$ cat config.mk
export PLATFORM = sky130hd
export DESIGN_NAME = icache_fetch_ctrl
export DESIGN_NICKNAME = d
export VERILOG_FILES = /design/src/hdl/icache_pkg.sv /design/src/hdl/icache_fetch_ctrl.sv
export SDC_FILE = /design/constraint.sdc
export NUM_CORES = 1
export LEC_CHECK = 0
export ABC_AREA = 0
export BUFFER_PORTS_ARGS = -buffer_cell sky130_fd_sc_hd__buf_4
export CELL_PAD_IN_SITES_DETAIL_PLACEMENT = 0
export CELL_PAD_IN_SITES_GLOBAL_PLACEMENT = 2
export CORE_UTILIZATION = 28
export CTS_CLUSTER_SIZE = 8
export DETAILED_ROUTE_END_ITERATION = 12
export PLACE_DENSITY = 0.95
export SETUP_SLACK_MARGIN = 0.1
export SYNTH_ARGS = -nofsm -noshare
export SYNTH_HDL_FRONTEND = slang
export SYNTH_SLANG_ARGS = --single-unit
$ cat constraint.sdc
create_clock -name clk_i -period 3.8 [get_ports clk_i]
set_clock_uncertainty 0.05 [all_clocks]
set_input_delay 0.76 -clock clk_i [delete_from_list [all_inputs] [get_ports clk_i]]
set_output_delay 0.76 -clock clk_i [all_outputs]
set_load 0.02 [all_outputs]
$ cat src/hdl/icache_pkg.sv
// Instruction cache definitions
package icache_pkg;

  ////////////////////
  // Geometry
  ////////////////////

  // Physical byte address
  localparam int unsigned PaddrLen = 32;

  // 4 ways
  localparam int unsigned WaysWidth = 2;
  localparam int unsigned NumWays = 2 ** WaysWidth;

  // 64 sets
  localparam int unsigned SetsWidth = 6;
  localparam int unsigned NumSets = 2 ** SetsWidth;

  // 8 beats of 64 bits make one 64-byte line
  localparam int unsigned BeatsWidth = 3;
  localparam int unsigned LineOffsetWidth = 6;

  // Address bits above the set index
  localparam int unsigned TagWidth = PaddrLen - SetsWidth - LineOffsetWidth;

  ////////////////////
  // Types
  ////////////////////

  typedef logic [PaddrLen-1:0] paddr_t;
  typedef logic [TagWidth-1:0] tag_t;
  typedef logic [SetsWidth-1:0] set_idx_t;
  typedef logic [BeatsWidth-1:0] beat_idx_t;
  typedef logic [WaysWidth-1:0] way_idx_t;
  typedef logic [63:0] beat_t;
  typedef logic [31:0] instr_t;

  typedef enum logic [2:0] {
    FetchIdle,
    FetchLookup,
    FetchFill,
    FetchReplay,
    FetchFault,
    FetchFlush
  } fetch_state_e;

  typedef enum logic [1:0] {
    RefillIdle,
    RefillProgress,
    RefillComplete
  } refill_state_e;

endpackage

$ cat src/hdl/icache_fetch_ctrl.sv
// Instruction cache fetch front end
`timescale 1ns/10ps

module icache_fetch_ctrl import icache_pkg::*; (
  input  logic     clk_i,
  input  logic     rst_ni,

  input  logic     req_valid_i,
  input  logic     req_flush_i,
  input  paddr_t   req_addr_i,

  input  logic     hit_i,
  input  beat_t    hit_beat_i,
  input  way_idx_t victim_way_i,
  input  logic     sweep_done_i,
  input  logic     fill_done_i,
  input  logic     fill_denied_i,

  output logic     resp_valid_o,
  output instr_t   resp_instr_o,
  output logic     resp_fault_o,
  output logic     flush_done_o,

  output logic     lookup_o,
  output paddr_t   lookup_addr_o,
  output logic     sweep_start_o,
  output logic     fill_start_o,
  output paddr_t   fill_addr_o,
  output way_idx_t fill_way_o,
  output logic     mem_req_valid_o,
  output paddr_t   mem_req_addr_o
);

  fetch_state_e state_q;
  fetch_state_e state_d;

  paddr_t   addr_q;
  way_idx_t way_q;
  instr_t   resp_instr_q;
  logic     resp_valid_q;
  logic     fill_pulse_q;

  logic     capture_req;
  logic     hit_resp;
  logic     miss_fill;
  paddr_t   line_addr;

  ////////////////////
  // Next state
  ////////////////////

  always_comb begin
    state_d = state_q;
    lookup_o = 1'b0;
    lookup_addr_o = addr_q;
    sweep_start_o = 1'b0;
    flush_done_o = 1'b0;
    capture_req = 1'b0;
    hit_resp = 1'b0;
    miss_fill = 1'b0;

    unique case (state_q)
      FetchIdle: begin
        if (req_valid_i && req_flush_i) begin
          sweep_start_o = 1'b1;
          state_d = FetchFlush;
        end else if (req_valid_i) begin
          // Tag and data read straight from the request address
          capture_req = 1'b1;
          lookup_o = 1'b1;
          lookup_addr_o = req_addr_i;
          state_d = FetchLookup;
        end
      end

      // A replay that misses just refills again
      FetchLookup, FetchReplay: begin
        if (hit_i) begin
          hit_resp = 1'b1;
          state_d = FetchIdle;
        end else begin
          miss_fill = 1'b1;
          state_d = FetchFill;
        end
      end

      FetchFill: begin
        if (fill_done_i && fill_denied_i) begin
          state_d = FetchFault;
        end else if (fill_done_i) begin
          lookup_o = 1'b1;
          state_d = FetchReplay;
        end
      end

      // Fault response is shown for this one cycle
      FetchFault: begin
        state_d = FetchIdle;
      end

      FetchFlush: begin
        if (sweep_done_i) begin
          flush_done_o = 1'b1;
          state_d = FetchIdle;
        end
      end

      default: begin
        state_d = FetchIdle;
      end
    endcase
  end

  ////////////////////
  // Registers
  ////////////////////

  // Reset sweep runs first, so the machine starts in Flush
  always_ff @(posedge clk_i or negedge rst_ni) begin
    if (!rst_ni) begin
      state_q <= FetchFlush;
      resp_valid_q <= 1'b0;
      fill_pulse_q <= 1'b0;
    end else begin
      state_q <= state_d;
      resp_valid_q <= hit_resp;
      fill_pulse_q <= miss_fill;
    end
  end

  always_ff @(posedge clk_i) begin
    if (capture_req) begin
      addr_q <= req_addr_i;
    end
    if (miss_fill) begin
      way_q <= victim_way_i;
    end
    if (hit_resp) begin
      // Bit 2 picks the upper word of the beat
      resp_instr_q <= addr_q[2] ? hit_beat_i[63:32] : hit_beat_i[31:0];
    end
  end

  ////////////////////
  // Outputs
  ////////////////////

  assign line_addr = {addr_q[PaddrLen-1:LineOffsetWidth], {LineOffsetWidth{1'b0}}};

  assign resp_fault_o = state_q == FetchFault;
  assign resp_valid_o = resp_valid_q || resp_fault_o;
  assign resp_instr_o = resp_instr_q;

  // One strobe starts both the memory request and the refill engine
  assign mem_req_valid_o = fill_pulse_q;
  assign mem_req_addr_o = line_addr;
  assign fill_start_o = fill_pulse_q;
  assign fill_addr_o = line_addr;
  assign fill_way_o = way_q;

endmodule

# Yosys cells after proc, flatten, opt, wreduce, memory -nomap -nowiden
# Index checks and enable logic that the tools add are counted.
# op_classes
n_eq_ne	8
muxes	25
n_reduce_logical	6
# op_table
cell	n
$mux 32	4
$mux 3	5
$mux 1	13
$pmux 3 s4	1
$eq 3x2->1 const B	2
$eq 3x3->1 const B	2
$ne 3x3->1 const B	2
$eq 3x1->1 const B	1
$logic_not 3->1	1
$reduce_and 3->1	1
$logic_and 1x1->1	2
$mux 2	1
$ne 2x2->1 const B	1
$pmux 1 s2	1
$reduce_or 2->1	1
$logic_or 1x1->1	1
# word_totals
register_bits	71
output_inout_bits	137

# Logic depth before layout (Yosys ltp)
# Gate-level depths: netlist of the first run.
# depth
depth_word	3
mapped_depth	6

# Least setup slack after synthesis of the first run
# Ideal clock, no wire load.
# synth_path
kind	input to output
start	input req_valid_i
end	output lookup_addr_o[12]
t_arrival_ns	1.818
required_time_ns	2.990
slack_ns	1.172
stages	5
n_path_buf	2
path_cell_list	nor4b_4 -> and2b_1 -> buf_6 -> buf_12 -> mux2_4
# synth_between
elab_chain_len	3
# synth_lines
element	line_no	text
start: declaration	icache_fetch_ctrl.sv:8	input logic req_valid_i,
$mux 32 / $logic_and 1x1->1 (equally long branches)	icache_fetch_ctrl.sv:67, icache_fetch_ctrl.sv:64	
$mux 32 *	icache_fetch_ctrl.sv:64	if (req_valid_i && req_flush_i) begin
$mux 32 *	icache_fetch_ctrl.sv:62	unique case (state_q)
end: declaration	icache_fetch_ctrl.sv:25	output paddr_t lookup_addr_o,
# Mark *: on every way between the ends. The rest lies on a longest branch, timed or not.

# Worst setup path after layout of the first run
# layout_path
start	register state_q[1]
end	output lookup_addr_o[6]
# layout_between
elab_chain_len	2
# layout_lines
element	line_no	text
start: declaration	icache_fetch_ctrl.sv:34	fetch_state_e state_q;
start signal: assignment	icache_fetch_ctrl.sv:121	state_q <= FetchFlush;
start signal: assignment	icache_fetch_ctrl.sv:125	state_q <= state_d;
$logic_not 3->1	icache_fetch_ctrl.sv:62	
$mux 32	icache_fetch_ctrl.sv:62	
# No other way between the ends.

==> flow_summary.json, run 1 <==
{
  "track_usage": 0.116,
  "postCtsSetupBuffers": 0,
  "vias_per_cell": 4.10,
  "diodes": 0,
  "hp-class": "in -> async",
  "hold_slack_ns": 0.172,
  "placed_cell_area_mm2": 0.00514,
  "powerDensity_mw_per_mm2": 572,
  "yosys_warnings": 0,
  "post-route-cell-area_mm2": 0.00548,
  "first_pass_iters": 3,
  "cts-buffers-inserted": 9,
  "rows": 41,
  "vias": 2427,
  "outcome": "complete, no violations",
  "grt_max_degree": 41,
  "clockBufferDepth": 2,
  "final_hold_viol_count": 0,
  "worstPathMaxFanout": 40,
  "wl_per_cell_um": 14.2,
  "leakage_nw": 2.41,
  "clkTransAtPathRegs_ns": 0.06,
  "dieArea_mm2": 0.0137,
  "crit_arrival_ns": 2.34,
  "ant_nets": 0,
  "drt-initial-drc-count": 125,
  "syn-cell-area_mm2": 0.00371,
  "power.total_mw": 3.13,
  "place_hpwl_um": 6520,
  "start_kind": "flop",
  "ctsHoldBuffers": 0,
  "worst-setup-path-type": "reg -> out",
  "synth_cells": 234,
  "ir_drop_v": 0.000342,
  "synth-seq-area-share": 0.569,
  "cts_root_buf": "clkbuf_16",
  "syn_area_per_cell_um2": 15.8,
  "fin_setup_tns_ns": 0,
  "antenna_found_initial": 0,
  "die_w_um": 117,
  "totalWireLength_um": 8380,
  "finalMaxSlewViolations": 0,
  "finalNetCount": 521,
  "numPortBuffers": 230,
  "gp_congestion": 0.744,
  "synth_cell_types": 30,
  "grt_pass1_wl_um": 11400,
  "setup_ws_ns": 0.653,
  "worstSkewPairLatency_ns": 0.33,
  "cts_tree": "yes",
  "ios": 243,
  "drc": 0,
  "period_minus_slack_ns": 3.15,
  "crit_required_ns": 2.99,
  "setup_viol": 0,
  "cts.sinks": 71,
  "rr_startpoint": "state_q[1]",
  "ctsResizeCount": 0,
  "fmax_ghz": 0.318,
  "cts_max_level": 3,
  "synth_seq_cells": 71,
  "end_kind": "output port",
  "rsz0062_at_grt": "no",
  "overflow": 0,
  "fillers": 1177,
  "area_growth_pct": 47.7,
  "design.core.area_mm2": 0.0128,
  "fin_crit_sh": 0.828,
  "die_h_um": 117,
  "post-place-ws_ns": 0.695,
  "grt_pass1_vias": 2195,
  "drive_gt1_frac": 0.762,
  "max_cap_violations": 0,
  "cp-startpoint": "state_q[1]",
  "start_util": 0.290
}
==> path summary, 6_finish.rpt <==
| check | depth (start not counted) | slack, ns | end |
|---|---|---|---|
| worst min register to register | 1 | 0.53 | state_q[1] |
| worst max register to register | 3 | 1.91 | addr_q[12] |
| worst min-delay path | 1 | 0.17 | state_q[1] |
| min in group clk_i | 1 | 0.53 | state_q[1] |
| max in group asynchronous | 1 | 3.33 | state_q[2] |
| worst max-delay path | 5 | 0.65 | lookup_addr_o[6] |
==> power by group <==
group          switching (mW)  total, mW  internal [mW]
Clock                   0.310      0.946          0.636
Combinational           0.550       1.08          0.530
Sequential             0.0847       1.10           1.02
Total                   0.945       3.13           2.19
==> per-stage QoR <==
step / instances / util
global placement: 576 / 0.402
finish: 592 / 0.429
global route: 592 / 0.429
floorplan: 245 / -
detailed placement: 576 / 0.402
CTS: 592 / 0.429
==> Yosys cell counts, drive strengths merged <==
cell	number	area, um2
buf	72	574
edfxtp	66	1980
mux2	64	826
clkbuf	3	21.3
dfrtp	3	75.1
nor3b	3	22.5
a21oi	2	10.0
dfstp	2	52.6
nand2	2	7.51
nand2b	2	12.5
a31oi	1	6.26
and2	1	7.51
and2b	1	7.51
and3b	1	8.76
and4b	1	11.3
and4bb	1	12.5
conb	1	3.75
inv	1	3.75
nand3b	1	7.51
nand4	1	6.26
nand4b	1	8.76
nor2	1	3.75
nor4b	1	23.8
o21ai	1	5.00
or2	1	6.26
==> cell usage in the layout (no fill, tap or decap), drive strengths merged, types with 2 or more instances in the layout <==
cell type / synthesis / final
nand2b: 2 / 2
a21oi: 2 / 2
buf: 72 / 234
nand2: 2 / 2
conb: 1 / 12
clkinv: 0 / 4
clkbuf: 3 / 9
dfstp: 2 / 2
bufinv: 0 / 3
dfrtp: 3 / 3
mux2: 64 / 64
edfxtp: 66 / 66
nor3b: 3 / 3
==> routing by layer <==
layer,wire [um],part of all wire,GRT usage
met3,852,0.10,0.0479
met5,0,0,0
met1,3150,0.38,0.124
met4,150,0.018,0.0633
met2,4220,0.50,0.194
==> sequential cells by signal, indices dropped and copies added, names as in the netlist <==
signal / count
state_q: 3
fill_way_o: 2
resp_valid_q: 1
resp_instr_o: 32
fill_start_o: 1
addr_q: 32
==> cells by family (layout without fill, tap and decap cells) <==
| family | after synthesis | count (layout) | share of synthesized area |
|---|---|---|---|
| flops | 71 | 71 | 0.569 |
| buf+inv | 76 | 251 | 0.162 |
| compound gates | 4 | 4 | 0.00574 |
| simple gates | 18 | 18 | 0.0395 |
| mux | 64 | 64 | 0.223 |
| other cells | 1 | 12 | 0.00101 |
==> critical path: stages, from the launching register on <==
cell and delay, ns:
dfrtp_1 0.46, nor4b_4 0.32, and2b_4 0.41, buf_12 0.30, mux2_4 0.33, buf_4 0.16
==> layout make-up <==
class / instances / area [um2] / share of cell area
flip-flops and latches: 71 / 2110 / 0.385
inverters: 1 / 3.75 / 0.000686
clock inverters: 7 / 111 / 0.0203
clock buffers: 9 / 225 / 0.0411
repair buffers: 234 / 1770 / 0.323
multi-input cells: 98 / 1040 / 0.190
well taps: 172 / 215 / 0.0393
(Power assumes the default switching activity.)
==> inputs of run 2 (changes only) <==
--- a/config.mk
+++ b/config.mk
@@ -9,10 +9,10 @@
 export BUFFER_PORTS_ARGS = -buffer_cell sky130_fd_sc_hd__buf_4
 export CELL_PAD_IN_SITES_DETAIL_PLACEMENT = 0
 export CELL_PAD_IN_SITES_GLOBAL_PLACEMENT = 2
-export CORE_UTILIZATION = 28
+export CORE_UTILIZATION = 26
 export CTS_CLUSTER_SIZE = 8
 export DETAILED_ROUTE_END_ITERATION = 12
-export PLACE_DENSITY = 0.95
+export PLACE_DENSITY = 0.9
 export SETUP_SLACK_MARGIN = 0.1
 export SYNTH_ARGS = -nofsm -noshare
 export SYNTH_HDL_FRONTEND = slang
==> constraint.sdc (replaced) <==
create_clock -name clk_i -period 3 [get_ports clk_i]
set_clock_uncertainty 0.05 [all_clocks]
set_input_delay 0.6 -clock clk_i [delete_from_list [all_inputs] [get_ports clk_i]]
set_output_delay 0.6 -clock clk_i [all_outputs]
set_load 0.02 [all_outputs]
==> run 2 against run 1 <==
Compared with the run above: final cell count up 3.2%; global-route usage up 0.18 points; routed wire length up 7.4%; sequential power up 27%; clock power up 8%; non-clock buffer count up 10; die area up 7.6%; total power up 23%; register-to-register slack worse by 0.69 ns; worst setup slack worse by 0.40 ns; worst hold slack better by 0.22 ns; sequential share of layout area down 0.41 points; critical path type unchanged; largest cell class unchanged; largest power group is now combinational cells; highest routed layer unchanged.
==> flow_summary.json, run 2 (synthesis results as in run 1) <==
{
  "clockBufferDepth": 2,
  "crit_path_cell_trace": "nor4b_4, and2b_4, buf_4, mux2_4, buf_4",
  "gp_congestion": 0.691,
  "numPortBuffers": 230,
  "totalWireLength_um": 9000,
  "ir_drop_v": 0.000508,
  "switching_power_mw": 1.21,
  "diodes": 0,
  "drive_gt1_frac": 0.759,
  "layout_commonest_cell": "buf_4",
  "worstPathMaxFanout": 9,
  "leakage_nw": 2.45,
  "hold_slack_ns": 0.393,
  "fin_crit_sh": 0.915,
  "crit_required_ns": 2.35,
  "die_h_um": 121,
  "design.core.area_mm2": 0.0139,
  "slowest_delay_ns": 0.47,
  "cts-buffers-inserted": 9,
  "finalMaxSlewViolations": 0,
  "final_hold_viol_count": 0,
  "hp-class": "in -> reg",
  "vias_per_cell": 4.12,
  "rsz0062_at_grt": "no",
  "grt_max_degree": 34,
  "cts_root_buf": "clkbuf_16",
  "overflow": 0,
  "fin_setup_tns_ns": 0,
  "pwr-share-comb": 0.370,
  "slowest_stage": "dfrtp_1",
  "drc": 0,
  "crit_arrival_ns": 2.09,
  "wl_per_cell_um": 14.7,
  "antenna_found_initial": 0,
  "clock_power_share": 0.266,
  "seqPwrFrac": 0.364,
  "vias": 2517,
  "fmax_ghz": 0.364,
  "track_usage": 0.118,
  "worstSkewPairLatency_ns": 0.33,
  "path_common_cell": "buf_4",
  "setup_viol": 0,
  "period_minus_slack_ns": 2.74,
  "start_util": 0.267,
  "outcome": "complete, no violations",
  "finalNetCount": 532,
  "cts_tree": "yes",
  "p_sw_frac": 0.314,
  "powerDensity_mw_per_mm2": 697,
  "cts_max_level": 3,
  "clkTransAtPathRegs_ns": 0.05,
  "place_hpwl_um": 6850,
  "first_pass_iters": 4,
  "cts.sinks": 71,
  "final_cell_mix": "241 x buf_4, 66 x edfxtp_1, 36 x mux2_2, 28 x mux2_4, 12 x conb_1",
  "worst-setup-path-type": "reg -> out",
  "p_int_mw": 2.65,
  "ant_nets": 0,
  "rows": 43,
  "end_kind": "output port",
  "max_cap_violations": 0,
  "ios": 243,
  "grt_pass1_vias": 2414,
  "die_w_um": 121,
  "drt-initial-drc-count": 91,
  "start_kind": "flop",
  "area_growth_pct": 49.3,
  "dieArea_mm2": 0.0147,
  "fillers": 1309,
  "grt_pass1_wl_um": 12600
}
## run 2: cell type report
class / instances / area (um2) / share of cell area
sequential: 71 / 2110 / 0.381
timing repair buffer: 244 / 1860 / 0.337
multi-input combinational: 99 / 1050 / 0.189
clock buffer: 12 / 236 / 0.0427
tap: 180 / 225 / 0.0407
clock inverter: 4 / 46.3 / 0.00837
inverter: 1 / 3.75 / 0.000678
## run 2: per-stage QoR
step	area (um2)	setup slack, ns	utilization	total power, mW	instances
5_1_grt	5530	0.130	0.399	4.04	611
3_5_place_dp	5180	0.383	0.373	2.83	588
3_3_place_gp	5180	0.425	0.373	2.80	588
6_report	5530	0.255	0.399	3.86	611
4_1_cts	5470	0.138	0.394	3.87	605
2_1_floorplan	3750	0.692	-	2.37	245
## run 2: path summary, 6_finish.rpt
check	depth (start not counted)	slack, ns	end	startpoint
worst max-delay path	5	0.26	lookup_addr_o[0]	state_q[1]
worst min-delay path	1	0.39	fill_way_o[1]	victim_way_i[1]
worst max register to register	4	1.22	addr_q[18]	state_q[1]
worst min register to register	1	0.54	state_q[1]	state_q[2]
max in group asynchronous	2	2.15	state_q[0]	rst_ni
min in group asynchronous	2	0.55	state_q[1]	rst_ni
## run 2: critical path, delay by kind of cell, from the launching register on
family        cells  cell delay [ns]
flops             1             0.47
simple gates      2             0.60
buf+inv           2             0.38
mux               1             0.31
## run 2: power groups by stage
stage               Clock, mW  Combinational [mW]  Sequential, mW
floorplan                   0               0.905            1.46
global placement            0                1.39            1.42
detailed placement          0                1.40            1.42
CTS                      1.06                1.41            1.41
global route             1.10                1.52            1.43
finish                   1.02                1.43            1.40
## run 2: what timing repair did
action	CTS	global route
gates resized for setup	0	0
hold buffers	1	0
endpoints found under the hold margin	3	0
setup buffers	0	4
setup endpoints to repair	0	21
## run 2: metal layers
| layer | global-route usage | up-vias | wire length (um) | part of all wire |
|---|---|---|---|---|
| met2 | 0.192 | 160 | 4480 | 0.50 |
| met1 | 0.123 | 1189 | 3270 | 0.36 |
| met5 | 0 | - | 0 | 0 |
| li1 | - | 1158 | - | - |
| met3 | 0.0691 | 10 | 1100 | 0.12 |
| met4 | 0.0440 | 0 | 145 | 0.016 |
==> inputs of run 3 (changes only) <==
--- a/config.mk
+++ b/config.mk
@@ -12,6 +12,7 @@
 export CORE_UTILIZATION = 26
 export CTS_CLUSTER_SIZE = 8
 export DETAILED_ROUTE_END_ITERATION = 12
+export GPL_TIMING_DRIVEN = 0
 export PLACE_DENSITY = 0.9
 export SETUP_SLACK_MARGIN = 0.1
 export SYNTH_ARGS = -nofsm -noshare
==> run 3 against run 2 <==
Compared with the run above: register-to-register slack worse by 0.25 ns; first-iteration DRC count down 27%; non-clock buffer count is 63 higher; sequential power about the same; final area grew 8.5%; final cell count up 10%; worst hold slack better by 0.0033 ns; combinational power rose by 12%; worst setup slack worse by 0.044 ns; flip-flop and latch count stayed put; total power is 2.0% higher; largest cell class is now non-clock buffers; highest routed layer unchanged.
==> flow_summary.json, run 3 (synthesis results as in run 1) <==
{
  "totalWireLength_um": 9260,
  "slowest_stage": "dfrtp_1",
  "drive_gt1_frac": 0.787,
  "crit_arrival_ns": 2.14,
  "start_util": 0.267,
  "cts.sinks": 71,
  "diodes": 0,
  "ios": 243,
  "r2r_cells": 2,
  "grt_max_degree": 42,
  "max_cap_violations": 0,
  "vias_per_cell": 3.96,
  "worst_hold_path.num_cells": 1,
  "setup_viol": 0,
  "grt_pass1_wl_um": 13300,
  "rr_startpoint": "state_q[0]",
  "hold_end": "fill_way_o[0]",
  "crit_required_ns": 2.35,
  "ant_nets": 0,
  "area_growth_pct": 62.1,
  "finalMaxSlewViolations": 0,
  "cts-buffers-inserted": 9,
  "worst-setup-path-type": "reg -> out",
  "drc": 0,
  "layout_commonest_cell": "buf_4",
  "power.total_mw": 3.93,
  "end_kind": "output port",
  "antenna_found_initial": 0,
  "wl_per_cell_um": 13.8,
  "final_cell_mix": "295 x buf_4, 66 x edfxtp_1, 36 x mux2_2, 28 x mux2_4, 12 x conb_1",
  "rows": 43,
  "start_kind": "flop",
  "grt_pass1_vias": 2569,
  "fin_crit_sh": 0.930,
  "period_minus_slack_ns": 2.79,
  "first_pass_iters": 4,
  "track_usage": 0.121,
  "place_hpwl_um": 7240,
  "timing.rr.end": "resp_instr_o[2]",
  "worstPathMaxFanout": 21,
  "fin_setup_tns_ns": 0,
  "design.core.area_mm2": 0.0139,
  "cts_tree": "yes",
  "outcome": "complete, no violations",
  "worstSkewPairLatency_ns": 0.33,
  "r2r_setup_slack_ns": 0.97,
  "crit_path_cell_trace": "nor4b_4, and2b_1, buf_6, buf_16, mux2_4, buf_4",
  "tightest_slew_ns": 0.773,
  "die_h_um": 121,
  "final_hold_viol_count": 0,
  "cts_max_level": 3,
  "clkTransAtPathRegs_ns": 0.05,
  "gp_congestion": 0.724,
  "slowest_delay_ns": 0.47,
  "numPortBuffers": 230,
  "min_from": "victim_way_i[0]",
  "leakage_nw": 2.75,
  "dieArea_mm2": 0.0147,
  "cts_root_buf": "clkbuf_16",
  "clockBufferDepth": 2,
  "vias": 2665,
  "finalNetCount": 594,
  "hp-class": "in -> reg",
  "maxSlewHeadroom": 0.484,
  "ir_drop_v": 0.000296,
  "fmax_ghz": 0.359,
  "drt-initial-drc-count": 66,
  "overflow": 0,
  "powerDensity_mw_per_mm2": 655,
  "rsz0062_at_grt": "no",
  "die_w_um": 121
}
run 3: layout make-up:
cell class                 instances  area (um2)
fill                            1330        7870
sequential                        71        2110
timing repair buffer             232        1760
multi-input combinational         98        1040
buffer                            75         603
clock buffer                      14         254
tap                              180         225
clock inverter                     2        10.0
inverter                           1        3.75
run 3: stage by stage:
step,util,std cells,hold slack (ns),setup slack [ns],cell area (um2)
after global routing,0.433,673,0.372,0.103,6010
after CTS,0.430,672,0.376,0.114,5970
after global placement,0.411,655,0.354,0.354,5700
after floorplan,-,245,0.254,0.692,3750
after detailed placement,0.411,655,0.357,0.359,5700
final,0.433,673,0.396,0.211,6010
run 3: how the worst max path moves through the flow:
stage	slack [ns]	cells after the start	startpoint	endpoint
floorplan	0.69	5	req_valid_i	lookup_addr_o[12]
global placement	0.35	7	req_valid_i	lookup_addr_o[16]
detailed placement	0.36	7	req_valid_i	lookup_addr_o[15]
CTS	0.11	6	state_q[1]	lookup_addr_o[15]
global route	0.10	6	state_q[1]	lookup_addr_o[19]
finish	0.21	6	state_q[1]	lookup_addr_o[17]
run 3: critical path, delay by kind of cell (launching register included):
kind / cells / cell delay (ns)
DFF: 1 / 0.47
and+or+nand+nor: 2 / 0.48
buffers and inverters: 3 / 0.53
muxes: 1 / 0.31
run 3: what timing repair did:
| action | in CTS | in global routing |
|---|---|---|
| setup buffers | 0 | 0 |
| hold buffers | 1 | 0 |
| gates resized for setup | 0 | 1 |
| endpoints found under the setup margin | 0 | 8 |
| endpoints found under the hold margin | 3 | 0 |
run 3: layer usage:
| layer | part of all wire | GRT usage |
|---|---|---|
| met1 | 0.37 | 0.133 |
| met2 | 0.49 | 0.193 |
| met3 | 0.13 | 0.0663 |
| met4 | 0.017 | 0.0494 |
| met5 | 0 | 0 |
run 3: report_power, final:
group | leakage (nW) | switching, mW | internal [mW]
clock network | 0.131 | 0.375 | 0.580
registers | 0.667 | 0.0816 | 1.29
logic | 1.95 | 0.773 | 0.831
total | 2.75 | 1.23 | 2.70
