### src/hdl/icache_pkg.sv
// Instruction cache definitions
package icache_pkg;

  ////////////////////
  // Geometry
  ////////////////////

  // Physical byte address
  localparam int unsigned PaddrLen = 32;

  // 4 ways
  localparam int unsigned WaysWidth = 2;
  localparam int unsigned NumWays = 2 ** WaysWidth;

  // 64 sets
  localparam int unsigned SetsWidth = 6;
  localparam int unsigned NumSets = 2 ** SetsWidth;

  // 8 beats of 64 bits make one 64-byte line
  localparam int unsigned BeatsWidth = 3;
  localparam int unsigned LineOffsetWidth = 6;

  // Address bits above the set index
  localparam int unsigned TagWidth = PaddrLen - SetsWidth - LineOffsetWidth;

  ////////////////////
  // Types
  ////////////////////

  typedef logic [PaddrLen-1:0] paddr_t;
  typedef logic [TagWidth-1:0] tag_t;
  typedef logic [SetsWidth-1:0] set_idx_t;
  typedef logic [BeatsWidth-1:0] beat_idx_t;
  typedef logic [WaysWidth-1:0] way_idx_t;
  typedef logic [63:0] beat_t;
  typedef logic [31:0] instr_t;

  typedef enum logic [2:0] {
    FetchIdle,
    FetchLookup,
    FetchFill,
    FetchReplay,
    FetchFault,
    FetchFlush
  } fetch_state_e;

  typedef enum logic [1:0] {
    RefillIdle,
    RefillProgress,
    RefillComplete
  } refill_state_e;

endpackage

### src/hdl/icache_refill.sv
// Instruction cache refill engine
`timescale 1ns/10ps

module icache_refill import icache_pkg::*; (
  input  logic      clk_i,
  input  logic      rst_ni,

  input  logic      fill_start_i,
  input  paddr_t    fill_addr_i,
  input  way_idx_t  fill_way_i,

  input  logic      mem_beat_valid_i,
  input  beat_t     mem_beat_data_i,
  input  logic      mem_beat_denied_i,

  output logic      wr_beat_en_o,
  output logic      wr_tag_en_o,
  output way_idx_t  wr_way_o,
  output set_idx_t  wr_set_o,
  output beat_idx_t wr_beat_idx_o,
  output beat_t     wr_beat_o,
  output tag_t      wr_tag_o,

  output logic      fill_done_o,
  output logic      fill_denied_o
);

  refill_state_e state_q;
  beat_idx_t     beat_cnt_q;

  // Line being filled
  set_idx_t set_q;
  tag_t     tag_q;
  way_idx_t way_q;
  logic     denied_q;

  logic     beat_take;
  logic     last_beat;

  assign beat_take = state_q == RefillProgress && mem_beat_valid_i;
  assign last_beat = beat_take && &beat_cnt_q;

  always_ff @(posedge clk_i or negedge rst_ni) begin
    if (!rst_ni) begin
      state_q <= RefillIdle;
      beat_cnt_q <= '0;
    end else begin
      unique case (state_q)
        RefillIdle: begin
          if (fill_start_i) begin
            beat_cnt_q <= '0;
            state_q <= RefillProgress;
          end
        end
        RefillProgress: begin
          if (beat_take) begin
            beat_cnt_q <= beat_cnt_q + 1'b1;
          end
          if (last_beat) begin
            state_q <= RefillComplete;
          end
        end
        default: begin
          state_q <= RefillIdle;
        end
      endcase
    end
  end

  always_ff @(posedge clk_i) begin
    if (fill_start_i) begin
      set_q <= fill_addr_i[LineOffsetWidth +: SetsWidth];
      tag_q <= fill_addr_i[PaddrLen-1 -: TagWidth];
      way_q <= fill_way_i;
    end
    if (last_beat) begin
      denied_q <= mem_beat_denied_i;
    end
  end

  // Beats arrive in address order so the count is the beat index
  assign wr_beat_en_o = beat_take && !mem_beat_denied_i;
  assign wr_tag_en_o = last_beat && !mem_beat_denied_i;
  assign wr_way_o = way_q;
  assign wr_set_o = set_q;
  assign wr_beat_idx_o = beat_cnt_q;
  assign wr_beat_o = mem_beat_data_i;
  assign wr_tag_o = tag_q;

  assign fill_done_o = state_q == RefillComplete;
  assign fill_denied_o = denied_q;

endmodule

### config.mk
export PLATFORM = sky130hd
export DESIGN_NAME = icache_refill
export DESIGN_NICKNAME = d
export VERILOG_FILES = /design/src/hdl/icache_pkg.sv /design/src/hdl/icache_refill.sv
export SDC_FILE = /design/constraint.sdc
export NUM_CORES = 1
export LEC_CHECK = 0
export BUFFER_PORTS_ARGS = -buffer_cell sky130_fd_sc_hd__buf_4
export CAP_MARGIN = 30
export CORE_MARGIN = 3
export CORE_UTILIZATION = 26
export DETAILED_ROUTE_END_ITERATION = 7
export PLACE_DENSITY = 0.66
export SYNTH_ARGS = -nofsm -noshare
export SYNTH_HDL_FRONTEND = slang
export SYNTH_SLANG_ARGS = --single-unit
### constraint.sdc
create_clock -name clk_i -period 1.6 [get_ports clk_i]
set_input_delay 0.32 -clock clk_i [delete_from_list [all_inputs] [get_ports clk_i]]
set_output_delay 0.32 -clock clk_i [all_outputs]
set_load 0.02 [all_outputs]
# Yosys cells after proc, flatten, opt, wreduce, memory -nomap -nowiden
# Cells that the tools add are included.
totals:
  inputBits: 103
  register_bits: 34
  elab_cells: 28
classes:
  addsub: 1
  muxes: 6
  eq_ne: 5
  reduce_logical: 10
op_table:
  columns: ["op", "n"]
  rows:
  - ["$mux 3", 2]
  - ["$ne 2x2->1 const B", 3]
  - ["$pmux 3 s2", 1]
  - ["$reduce_and 3->1", 2]
  - ["$logic_and 1x1->1", 4]
  - ["$mux 2", 2]
  - ["$pmux 2 s2", 1]
  - ["$add 3x1->3 const B", 1]
  - ["$eq 2x1->1 const B", 1]
  - ["$eq 2x2->1 const B", 1]
  - ["$logic_not 2->1", 1]
  - ["$reduce_and 2->1", 1]
  - ["$reduce_bool 2->1", 1]
  - ["$logic_not 1->1", 1]

# Longest topological paths before layout
# Gate-level depths: netlist of run 1.
logic_depth:
  depth_word: 5
  depth_mapped: 4

# Worst setup path after synthesis of run 1
# Ideal clock, no wire load.
synth_path:
  kind: "register to output"
  startpoint: "register beat_cnt_q[0] (netlist: wr_beat_idx_o[0])"
  endpoint: "output port wr_tag_en_o"
  arrival_ns: 1.379
  path_buffers: 0
  path_slack_ns: -0.099
  required_time_ns: 1.280
  path_stages_with_launch: 5
  cell_sequence: "dfrtp_1 > ha_1 > ha_1 > nand3b_1 > nor3_1"
synth_between:
  elab_chain_cells: 3
synth_rtl:
  columns: ["element", "line", "source"]
  rows:
  - ["start, declared", "icache_refill.sv:29", "beat_idx_t beat_cnt_q;"]
  - ["start signal, assigned", "icache_refill.sv:57", "beat_cnt_q <= beat_cnt_q + 1'b1;"]
  - ["$reduce_and 3->1", "icache_refill.sv:41", "assign last_beat = beat_take && &beat_cnt_q;"]
  - ["$logic_and 1x1->1", "icache_refill.sv:41", null]
  - ["$logic_and 1x1->1", "icache_refill.sv:83", "assign wr_tag_en_o = last_beat && !mem_beat_denied_i;"]
  - ["end, declared", "icache_refill.sv:17", "output logic wr_tag_en_o,"]
# No other way between the ends.

# Worst setup path after layout of run 1
# Ends and elaborated chain as after synthesis.

==> metrics.md, run 1 <==
| Metric | Value |
|---|---|
| Reg2Reg Setup Slack | `200 ps` |
| Gr ovfl total | `0` |
| Min cycle time layout | `1760 ps` |
| CTS Sinks | `34` |
| Total Routing Usage GR | `10.2%` |
| Post-synth top area share | `52.8%` |
| Synth cell types | `20` |
| Layout area overhead | `15.6%` |
| Fillers | `613` |
| Hold_ws | `215 ps` |
| Setup Fix Bufs, Post-CTS | `0` |
| Ys async rst share | `14.7%` |
| First-pass GRT wire length | `5380 um` |
| IO buf count | `67` |
| Most area-consuming cells after synthesis | `edfxtp_1, buf_4, dfrtp_1` |
| Setup ws final | `-156 ps` |
| Fin. Hold Viols | `0` |
| Top_reg_cell synth | `edfxtp_1` |
| CP max FO | `3` |
| Share of layout cells above drive strength 1 | `61.8%` |
| DRT Wirelength | `3860 um` |
| Ys Warns | `0` |
| Number of diodes | `0` |
| Final net count | `240` |
| CTS H-tree depth | `2` |
| Remaining DRCs | `0` |
| Die Height | `85.7 um` |
| CTS clk-pin slew, worst paths | `70 ps` |
| Starting density of the core | `27.4%` |
| Post-route ant nets | `0` |
| Crit path launch type | `register` |
| Syn Area/Cell | `13.9 sq um` |
| Number of global-route vias before repair | `869` |
| Worst Max-Slew Pin Slew | `340 ps` |
| Endpoints failing setup | `2` |
| Logic pwr share | `26.1%` |
| RSZ-0062 raised after global routing | `true` |
| Buffers & Inverters on Critical Path | `1` |
| PD cells | `1230 nW/um^2` |
| Clk Latency, worst-skew pair | `280 ps` |
| Slew Viols, Final | `0` |
| Gp weighted congestion | `0.684` |
| Antenna violations before repair | `0` |
| IO Count | `202` |
| Die Area | `7340 sq um` |
| Initial drt markers | `15` |
| Clock root cell | `clkbuf_8` |
| Number of flops mapped to enable cells by yosys | `29` |
| Tcrit/Tclk final | `110%` |
| Rows | `28` |
| Commonest cells post-synth | `buf_4, edfxtp_1, dfrtp_1` |
| Post-DP HPWL | `3190 um` |
| Worst Setup End Kind | `primary output` |
| Sw Pwr | `648 uW` |
| Critical path's largest stage delay | `390 ps` |
| Pin count of the biggest net entering global routing | `19` |
| Worst path required time | `1280 ps` |
| Failing checks | `setup timing` |
| Crit-path cells | `ha_1 > ha_1 > nand3b_1 > nor3_2 > buf_4` |
| Vias | `886` |
| Crit path DAT | `1440 ps` |
| Worst vdd ir | `0.000421 V` |
| Die X | `85.7 um` |
| Cell with the most instances after synthesis | `buf_4` |
| Syn Nets | `224` |
| Clock skew | `1.46 ps` |
| Reg power frac | `48.4%` |
| Routed len/inst | `18.3 um` |
| Dominant cell type by area after synthesis | `edfxtp_1` |
| CTS Buf Count | `5` |
| Rel. slew slack | `77.3%` |
| Synthesized flop and latch total | `34` |
| Clock share of power | `25.6%` |
| Post-Synthesis Cells | `119` |
| Sw Ratio | `27.7%` |
| Mapped Area | `1650 sq um` |
| Static leakage | `0.831 nW` |
| Slowest CP cell | `dfrtp_1` |
| WS Path Type | `register to primary output` |
| Max Freq | `0.569 GHz` |
| Critical path's most frequent cell | `ha_1` |
| HP Class | `primary input to register` |
| Core area | `6030 sq um` |
| Max-cap violations | `0` |
| Pre-CTS setup slack | `126 ps` |
| Total power | `2.34 mW` |
| Pre-antenna DRT Iters | `3` |
| Internal power | `1.69 mW` |
| CP top delay family | `adder cells` |
| Post-synthesis sequential area ratio | `60.3%` |
| CTS tree | `yes` |
| Max clock buf depth | `2` |
| Status | `finished with violations` |
| Via density | `4.20` |
-- power by group through the flow --
stage | sequential, mW | clock [mW] | combinational, mW
global placement | 1.14 | 0 | 0.604
finish | 1.13 | 0.598 | 0.610
global route | 1.14 | 0.679 | 0.666
CTS | 1.13 | 0.632 | 0.620
floorplan | 1.27 | 0 | 0.406
detailed placement | 1.15 | 0 | 0.612
-- state kept, by name, indices dropped and copies added (netlist names) --
signal and cells:
wr_beat_idx_o 3, fill_denied_o 1, state_q 2, wr_tag_o 20, wr_way_o 2, wr_set_o 6
-- worst paths after layout --
path                                              startpoint                      endpoint  cells after the start
worst min-delay path                         fill_addr_i[31]        wr_tag_o[19]$_DFFE_PP_                      1
max in group asynchronous                             rst_ni        state_q[1]$_DFFE_PN0P_                      2
worst min register to register  wr_beat_idx_o[2]$_DFFE_PN0P_  wr_beat_idx_o[2]$_DFFE_PN0P_                      1
min in group asynchronous                             rst_ni  wr_beat_idx_o[1]$_DFFE_PN0P_                      2
worst max-delay path            wr_beat_idx_o[0]$_DFFE_PN0P_                   wr_tag_en_o                      5
worst max register to register  wr_beat_idx_o[0]$_DFFE_PN0P_  wr_beat_idx_o[2]$_DFFE_PN0P_                      4
-- routing by layer --
layer	wire length, um	global-route usage (%)	vias to the layer above
met5	0	0	-
met2	1850	16.7	97
li1	-	-	379
met4	231	8.20	0
met1	1120	9.15	380
met3	661	5.67	30
-- through the flow --
step | util, % | std cells | setup TNS (ps) | cell area, sq um
3_5_place_dp | 30.0 | 202 | 0 | 1810
2_1_floorplan | - | 119 | 0 | 1660
4_1_cts | 31.7 | 211 | -269 | 1910
3_3_place_gp | 30.0 | 202 | 0 | 1810
6_report | 31.7 | 211 | -183 | 1910
5_1_grt | 31.7 | 211 | -411 | 1910
-- final cells by class --
type	instances	area (sq um)	share of cell area, %
clock inverters	3	16.3	0.852
clock buffers	5	68.8	3.61
well taps	75	93.8	4.92
repair buffers	74	558	29.2
inverters	1	3.75	0.197
flip-flops and latches	34	997	52.3
multi-input cells	19	170	8.92
-- placed cells by master, fill, tap and decap left out, types with 2 or more instances in the layout --
cell | synthesis | routed
ha_1 | 2 | 2
and3b_1 | 2 | 2
buf_4 | 64 | 73
edfxtp_1 | 29 | 29
nor2_1 | 2 | 2
clkbuf_8 | 0 | 5
dfrtp_1 | 5 | 4
a211o_1 | 2 | 2
-- cell families (layout without fill, tap and decap cells) --
family | count (synthesis) | count (layout) | share of synthesized area [%]
fa+ha+maj | 2 | 2 | 1.52
compound gates | 5 | 5 | 2.50
buf+inv | 66 | 83 | 30.0
simple gates | 12 | 12 | 5.61
flops | 34 | 34 | 60.3
-- repair_timing --
action	CTS	global route
resized for setup	2	0
hold buffers	1	0
hold endpoints to repair	5	0
setup endpoints to repair	2	2
Note: power is estimated with default switching activity, not from simulation.
==> inputs of run 2 (changes only) <==
--- a/config.mk
+++ b/config.mk
@@ -7,10 +7,10 @@
 export LEC_CHECK = 0
 export BUFFER_PORTS_ARGS = -buffer_cell sky130_fd_sc_hd__buf_4
 export CAP_MARGIN = 30
-export CORE_MARGIN = 3
-export CORE_UTILIZATION = 26
+export CORE_AREA = 3 3 77 79
 export DETAILED_ROUTE_END_ITERATION = 7
-export PLACE_DENSITY = 0.66
+export DIE_AREA = 0 0 80 82
+export PLACE_DENSITY = 0.75
 export SYNTH_ARGS = -nofsm -noshare
 export SYNTH_HDL_FRONTEND = slang
 export SYNTH_SLANG_ARGS = --single-unit
==> metrics.md, run 2 (synthesis results as in run 1) <==
| Metric | Value |
|---|---|
| Status | `finished with violations (unchanged)` |
| Failing checks | `setup timing (unchanged)` |
| Share of layout cells above drive strength 1 | `63.6% (was 61.8%)` |
| Sw Pwr | `661 uW (was 648 uW)` |
| IO buf count | `67 (unchanged)` |
| Remaining DRCs | `0 (unchanged)` |
| Multi-input logic area | `193 sq um (was 170 sq um)` |
| Rel. slew slack | `77.4% (was 77.3%)` |
| CTS Buf Count | `5 (unchanged)` |
| Worst Max-Slew Pin Slew | `338 ps (was 340 ps)` |
| Commonest cells after routing, fill and taps aside | `buf_4, edfxtp_1, clkbuf_8, dfrtp_1, buf_6 (was buf_4, edfxtp_1, clkbuf_8)` |
| Slew Viols, Final | `0 (unchanged)` |
| Post-route ant nets | `0 (unchanged)` |
| Endpoints failing setup | `2 (unchanged)` |
| Routed len/inst | `16.8 um (was 18.3 um)` |
| WS Path Type | `register to primary output (unchanged)` |
| Initial drt markers | `32 (was 15)` |
| Max-cap violations | `0 (unchanged)` |
| Post-DP HPWL | `2640 um (was 3190 um)` |
| Pin count of the biggest net entering global routing | `29 (was 19)` |
| Fin. Hold Viols | `0 (unchanged)` |
| PD cells | `1230 nW/um^2 (about the same)` |
| Crit path DAT | `1370 ps (was 1440 ps)` |
| Number of global-route vias before repair | `867 (was 869)` |
| Min cycle time layout | `1690 ps (was 1760 ps)` |
| RSZ-0062 raised after global routing | `true (unchanged)` |
| Number of diodes | `0 (unchanged)` |
| Logic pwr share | `28.6% (was 26.1%)` |
| Via density | `4.33 (was 4.20)` |
| Core area | `5410 sq um (was 6030 sq um)` |
| Pre-antenna DRT Iters | `5 (was 3)` |
| Tcrit/Tclk final | `106% (was 110%)` |
| Layout area overhead | `19.0% (was 15.6%)` |
| HP Class | `primary input to register (unchanged)` |
| Crit path launch type | `register (unchanged)` |
| DRT Wirelength | `3570 um (was 3860 um)` |
| CTS H-tree depth | `2 (unchanged)` |
| Max reg flops | `20 (unchanged)` |
| IO Count | `202 (unchanged)` |
| Fillers | `517 (was 613)` |
| Die Height | `82 um (was 85.7 um)` |
| CTS clk-pin slew, worst paths | `70 ps (about the same)` |
| Clock share of power | `24.0% (was 25.6%)` |
| TNS Setup | `-123 ps (was -183 ps)` |
| Total Routing Usage GR | `9.93% (was 10.2%)` |
| Clock skew | `3.07 ps (was 1.46 ps)` |
| CTS Sinks | `34 (unchanged)` |
| Vias | `917 (was 886)` |
| Sw Ratio | `27.4% (was 27.7%)` |
| Antenna violations before repair | `0 (unchanged)` |
| Sequential cell area | `996 sq um (was 997 sq um)` |
| Setup ws final | `-92.3 ps (was -156 ps)` |
| Starting density of the core | `30.5% (was 27.4%)` |
| Clk Latency, worst-skew pair | `280 ps (about the same)` |
| Rows | `27 (was 28)` |
| Gp weighted congestion | `0.714 (was 0.684)` |
| Worst vdd ir | `0.000395 V (was 0.000421 V)` |
| CTS tree | `yes (unchanged)` |
| Internal power | `1.75 mW (was 1.69 mW)` |
| First-pass GRT wire length | `4660 um (was 5380 um)` |
| Final Util | `36.3% (was 31.7%)` |
| Pre-CTS setup slack | `130 ps (was 126 ps)` |
| Max clock buf depth | `2 (unchanged)` |
| CP max FO | `2 (was 3)` |
| Worst path required time | `1280 ps (about the same)` |
| Reg power frac | `47.5% (was 48.4%)` |
| Commonest non-fill, non-tap cell in the layout | `buf_4 (unchanged)` |
| Static leakage | `0.852 nW (was 0.831 nW)` |
| Gr ovfl total | `0 (unchanged)` |
| Max Freq | `0.591 GHz (was 0.569 GHz)` |
| Worst Setup End Kind | `primary output (unchanged)` |
| Die Area | `6560 sq um (was 7340 sq um)` |
| Die X | `80 um (was 85.7 um)` |
| Final net count | `244 (was 240)` |
| Clock root cell | `clkbuf_8 (unchanged)` |
-- run 2: area by class of cell --
class / count / area share (%)
well taps: 72 / 4.59
flip-flops and latches: 34 / 50.7
clock buffers: 6 / 3.70
multi-input cells: 19 / 9.82
repair buffers: 78 / 30.5
inverters: 1 / 0.191
clock inverters: 2 / 0.446
-- run 2: through the flow --
stage / cells / power, mW / area [sq um] / hold slack (ps)
detailed placement: 196 / 1.71 / 1780 / 126
finish: 212 / 2.41 / 1960 / 213
CTS: 211 / 2.36 / 1930 / 206
global placement: 196 / 1.70 / 1780 / 126
floorplan: 119 / 1.68 / 1660 / 24.4
global route: 212 / 2.55 / 1960 / 198
-- run 2: power groups by stage --
| stage | logic [mW] | clock network (mW) | registers (mW) |
|---|---|---|---|
| 2_1_floorplan | 0.406 | 0 | 1.27 |
| 3_3_place_gp | 0.532 | 0 | 1.16 |
| 3_5_place_dp | 0.541 | 0 | 1.17 |
| 4_1_cts | 0.624 | 0.597 | 1.14 |
| 5_1_grt | 0.746 | 0.652 | 1.16 |
| 6_report | 0.689 | 0.578 | 1.15 |
-- run 2: layer usage --
| layer | GRT usage (%) | part of all wire, % |
|---|---|---|
| met1 | 9.12 | 31 |
| met2 | 15.9 | 45 |
| met4 | 7.94 | 4.0 |
| met3 | 5.92 | 20 |
| met5 | 0 | 0 |
-- run 2: worst max-delay path, cell delays in order, from the launching register on --
cell      delay [ps]
dfrtp_1          370
ha_2             200
ha_4             130
nand3b_1         110
nor3_2           120
buf_4            160
-- run 2: worst paths after layout --
kind                                                     end  cells past startpoint                          from  slack [ps]
worst min-delay path                   wr_tag_o[2]$_DFFE_PP_                      1               fill_addr_i[14]         210
worst max-delay path                             wr_tag_en_o                      5  wr_beat_idx_o[0]$_DFFE_PN0P_         -90
worst max register to register       fill_denied_o$_DFFE_PP_                      8  wr_beat_idx_o[0]$_DFFE_PN0P_         -30
max in group asynchronous       wr_beat_idx_o[2]$_DFFE_PN0P_                      2                        rst_ni        1060
min in group asynchronous       wr_beat_idx_o[0]$_DFFE_PN0P_                      2                        rst_ni         430
worst min register to register  wr_beat_idx_o[1]$_DFFE_PN0P_                      2  wr_beat_idx_o[1]$_DFFE_PN0P_         610
-- run 2: what timing repair did --
action | 4_1_cts | 5_1_grt
hold buffers | 1 | 0
endpoints found under the setup margin | 2 | 2
setup buffers | 6 | 1
pin swaps | 2 | 1
hold endpoints to repair | 5 | 0
resized for setup | 3 | 6
==> inputs of run 3 (changes only) <==
--- a/config.mk
+++ b/config.mk
@@ -5,12 +5,14 @@
 export SDC_FILE = /design/constraint.sdc
 export NUM_CORES = 1
 export LEC_CHECK = 0
+export ABC_AREA = 1
 export BUFFER_PORTS_ARGS = -buffer_cell sky130_fd_sc_hd__buf_4
 export CAP_MARGIN = 30
-export CORE_AREA = 3 3 77 79
+export CORE_AREA = 3 3 78 80
 export DETAILED_ROUTE_END_ITERATION = 7
-export DIE_AREA = 0 0 80 82
-export PLACE_DENSITY = 0.75
+export DIE_AREA = 0 0 81 83
+export PLACE_DENSITY = 0.73
+export RECOVER_POWER = 100
 export SYNTH_ARGS = -nofsm -noshare
 export SYNTH_HDL_FRONTEND = slang
 export SYNTH_SLANG_ARGS = --single-unit
==> metrics.md, run 3 <==
| Metric | Value |
|---|---|
| Min cycle time layout | `1620 ps (was 1690 ps)` |
| IO Count | `202 (unchanged)` |
| Pin count of the biggest net entering global routing | `30 (was 29)` |
| Worst path required time | `1280 ps (about the same)` |
| Gr ovfl total | `0 (unchanged)` |
| Slew Viols, Final | `0 (unchanged)` |
| Fillers | `527 (was 517)` |
| Post-DP HPWL | `3130 um (was 2640 um)` |
| CTS H-tree depth | `2 (unchanged)` |
| CTS Sinks | `34 (unchanged)` |
| Total Routing Usage GR | `10.3% (was 9.93%)` |
| Cell with the most instances after synthesis | `buf_4 (unchanged)` |
| First-pass GRT wire length | `5100 um (was 4660 um)` |
| R2R cell count | `4 (was 8)` |
| Post-Synthesis Cells | `125 (was 119)` |
| Gp weighted congestion | `0.662 (was 0.714)` |
| Max Freq | `0.617 GHz (was 0.591 GHz)` |
| Status | `finished with violations (unchanged)` |
| Clock skew | `0.347 ps (was 3.07 ps)` |
| Final Util | `33.0% (was 36.3%)` |
| Rel. slew slack | `55.2% (was 77.4%)` |
| Layout area overhead | `10.9% (was 19.0%)` |
| Most area-consuming cells after synthesis | `edfxtp_1, buf_4, dfrtp_1 (unchanged)` |
| Hold Crit Endpoint | `wr_set_o[5]$_DFFE_PP_ (was wr_tag_o[2]$_DFFE_PP_)` |
| Starting density of the core | `29.8% (was 30.5%)` |
| Final net count | `245 (was 244)` |
| Endpoints failing setup | `1 (was 2)` |
| Post-synthesis sequential area ratio | `61.1% (was 60.3%)` |
| Initial drt markers | `42 (was 32)` |
| Worst vdd ir | `0.000658 V (was 0.000395 V)` |
| WS Path Type | `register to primary output (unchanged)` |
| Number of flops mapped to enable cells by yosys | `29 (unchanged)` |
| Syn Nets | `230 (was 224)` |
| Post-route ant nets | `0 (unchanged)` |
| Die X | `81 um (was 80 um)` |
| CP max FO | `4 (was 2)` |
| Final instance area | `1810 sq um (was 1960 sq um)` |
| Routed len/inst | `17.8 um (was 16.8 um)` |
| Synthesized flop and latch total | `34 (unchanged)` |
| Worst R2R End | `fill_denied_o$_DFFE_PP_ (unchanged)` |
| Sequential cell area | `996 sq um (unchanged)` |
| Die Height | `83 um (was 82 um)` |
| Antenna violations before repair | `0 (unchanged)` |
| RR Startpoint | `wr_beat_idx_o[0]$_DFFE_PN0P_ (unchanged)` |
| Share of layout cells above drive strength 1 | `37.6% (was 63.6%)` |
| Ys Warns | `0 (unchanged)` |
| Mapped Area | `1630 sq um (was 1650 sq um)` |
| Synth cell types | `13 (was 20)` |
| Top_reg_cell synth | `edfxtp_1 (unchanged)` |
| DRT Wirelength | `3790 um (was 3570 um)` |
| Pre-antenna DRT Iters | `4 (was 5)` |
| Failing checks | `setup timing (unchanged)` |
| Core area | `5470 sq um (was 5410 sq um)` |
| Worst Setup End Kind | `primary output (unchanged)` |
| Max-cap violations | `0 (unchanged)` |
| Rows | `27 (unchanged)` |
| Crit path launch type | `register (unchanged)` |
| CTS clk-pin slew, worst paths | `70 ps (about the same)` |
| HP Start | `fill_addr_i[11] (was fill_addr_i[14])` |
| Max clock buf depth | `2 (unchanged)` |
| Number of global-route vias before repair | `858 (was 867)` |
| Commonest non-fill, non-tap cell in the layout | `clkbuf_1 (was buf_4)` |
| Tcrit/Tclk final | `101% (was 106%)` |
| CTS Buf Count | `5 (unchanged)` |
| Static leakage | `0.718 nW (was 0.852 nW)` |
| Dpl cell area | `1740 sq um (was 1780 sq um)` |
| Via density | `4.16 (was 4.33)` |
| Ys async rst share | `14.7% (unchanged)` |
| Max reg flops | `20 (unchanged)` |
| Worst Max-Slew Pin Slew | `672 ps (was 338 ps)` |
| Remaining DRCs | `0 (unchanged)` |
| Number of diodes | `0 (unchanged)` |
| Post-synth top area share | `53.4% (was 52.8%)` |
| Syn Area/Cell | `13.0 sq um (was 13.9 sq um)` |
| Clk Latency, worst-skew pair | `270 ps (was 280 ps)` |
| Setup ws final | `-21.0 ps (was -92.3 ps)` |
| Vias | `887 (was 917)` |
| Die Area | `6720 sq um (was 6560 sq um)` |
| PD cells | `1450 nW/um^2 (was 1230 nW/um^2)` |
| RSZ-0062 raised after global routing | `true (unchanged)` |
| HP Class | `primary input to register (unchanged)` |
| Multi-input logic area | `148 sq um (was 193 sq um)` |
| Fin. Hold Viols | `0 (unchanged)` |
| Reg2Reg Setup Slack | `490 ps (was -30 ps)` |
| Crit path DAT | `1300 ps (was 1370 ps)` |
| Commonest cells post-synth | `buf_4, edfxtp_1, nor2_1 (was buf_4, edfxtp_1, dfrtp_1)` |
| IO buf count | `67 (unchanged)` |
| Commonest cells after routing, fill and taps aside | `clkbuf_1, edfxtp_1, clkbuf_4 (was buf_4, edfxtp_1, clkbuf_8, dfrtp_1, buf_6)` |
| Clock root cell | `clkbuf_8 (unchanged)` |
| Dominant cell type by area after synthesis | `edfxtp_1 (unchanged)` |
| CTS tree | `yes (unchanged)` |
| Hold Crit Depth | `1 (unchanged)` |
==> run 3: cell count changes in the layout (fill, tap and decap cells not counted), moves of 3 or more <==
| cell | delta |
|---|---|
| nand4_1 | +3 |
| nand2_1 | +5 |
| nor2_1 | +5 |
| buf_4 | -65 |
| clkbuf_4 | +28 |
| clkbuf_1 | +31 |
| nand3_1 | +3 |
| buf_6 | -3 |
==> run 3: how the worst max path moves through the flow <==
stage                                 startpoint           to  slack [ps]  cells after the start
floorplan           wr_beat_idx_o[0]$_DFFE_PN0P_  wr_tag_en_o         110                      4
global placement    wr_beat_idx_o[0]$_DFFE_PN0P_  wr_tag_en_o         190                      5
detailed placement  wr_beat_idx_o[0]$_DFFE_PN0P_  wr_tag_en_o         180                      5
CTS                 wr_beat_idx_o[0]$_DFFE_PN0P_  wr_tag_en_o         -40                      5
global route        wr_beat_idx_o[1]$_DFFE_PN0P_  wr_tag_en_o        -110                      5
finish              wr_beat_idx_o[0]$_DFFE_PN0P_  wr_tag_en_o         -20                      5
==> run 3: cells by family (layout without fill, tap and decap cells) <==
kind of cell | Yosys count | in the layout | synth area share (%)
fa+ha+maj | 2 | 2 | 1.53
flops | 34 | 34 | 61.1
buf+inv | 69 | 85 | 30.6
compound gates | 1 | 1 | 0.307
simple gates | 19 | 19 | 6.45
==> run 3: critical path, cell delays in order, from the launching register on <==
cell,delay (ps)
dfrtp_1,360
ha_2,200
ha_4,120
inv_2,40
nor3_2,150
buf_4,160
==> run 3: layout make-up <==
class / count / area share [%]
Sequential cell: 34 / 55.1
Clock inverter: 3 / 3.81
Timing Repair Buffer: 72 / 23.1
Tap cell: 72 / 4.98
Multi-Input combinational cell: 22 / 8.17
Inverter: 5 / 1.04
Clock buffer: 5 / 3.81
==> run 3: through the flow <==
| stage | power (mW) | setup slack (ps) | hold slack (ps) | TNS (ps) | std cells |
|---|---|---|---|---|---|
| after global placement | 1.68 | 191 | 124 | 0 | 200 |
| after global routing | 2.77 | -110 | 220 | -110 | 213 |
| after detailed placement | 1.71 | 179 | 125 | 0 | 200 |
| final | 2.63 | -21.0 | 239 | -21.0 | 213 |
| after floorplan | 1.67 | 114 | 24.4 | 0 | 125 |
| after CTS | 2.70 | -36.5 | 206 | -36.5 | 211 |
==> run 3: what timing repair did <==
action | in CTS | in global routing
gates resized for setup | 4 | 1
pin swaps | 1 | 0
gates cloned | 0 | 0
hold buffers | 1 | 0
endpoints found under the setup margin | 1 | 2
endpoints found under the hold margin | 5 | 0
buffers inserted | 2 | 2
==> run 3: where the power goes <==
| part | switching (mW) | internal [mW] |
|---|---|---|
| Clock | 0.297 | 0.624 |
| Sequential | 0.0711 | 1.08 |
| Combinational | 0.317 | 0.239 |
| Total | 0.685 | 1.94 |
==> run 3: metal layers <==
metal	track usage, %	wire, um	up-vias	share of wire (%)
met1	6.99	983	375	26
met2	17.4	1760	111	46
li1	-	-	379	-
met4	8.29	201	0	5.3
met5	0	0	-	0
met3	7.81	845	22	22
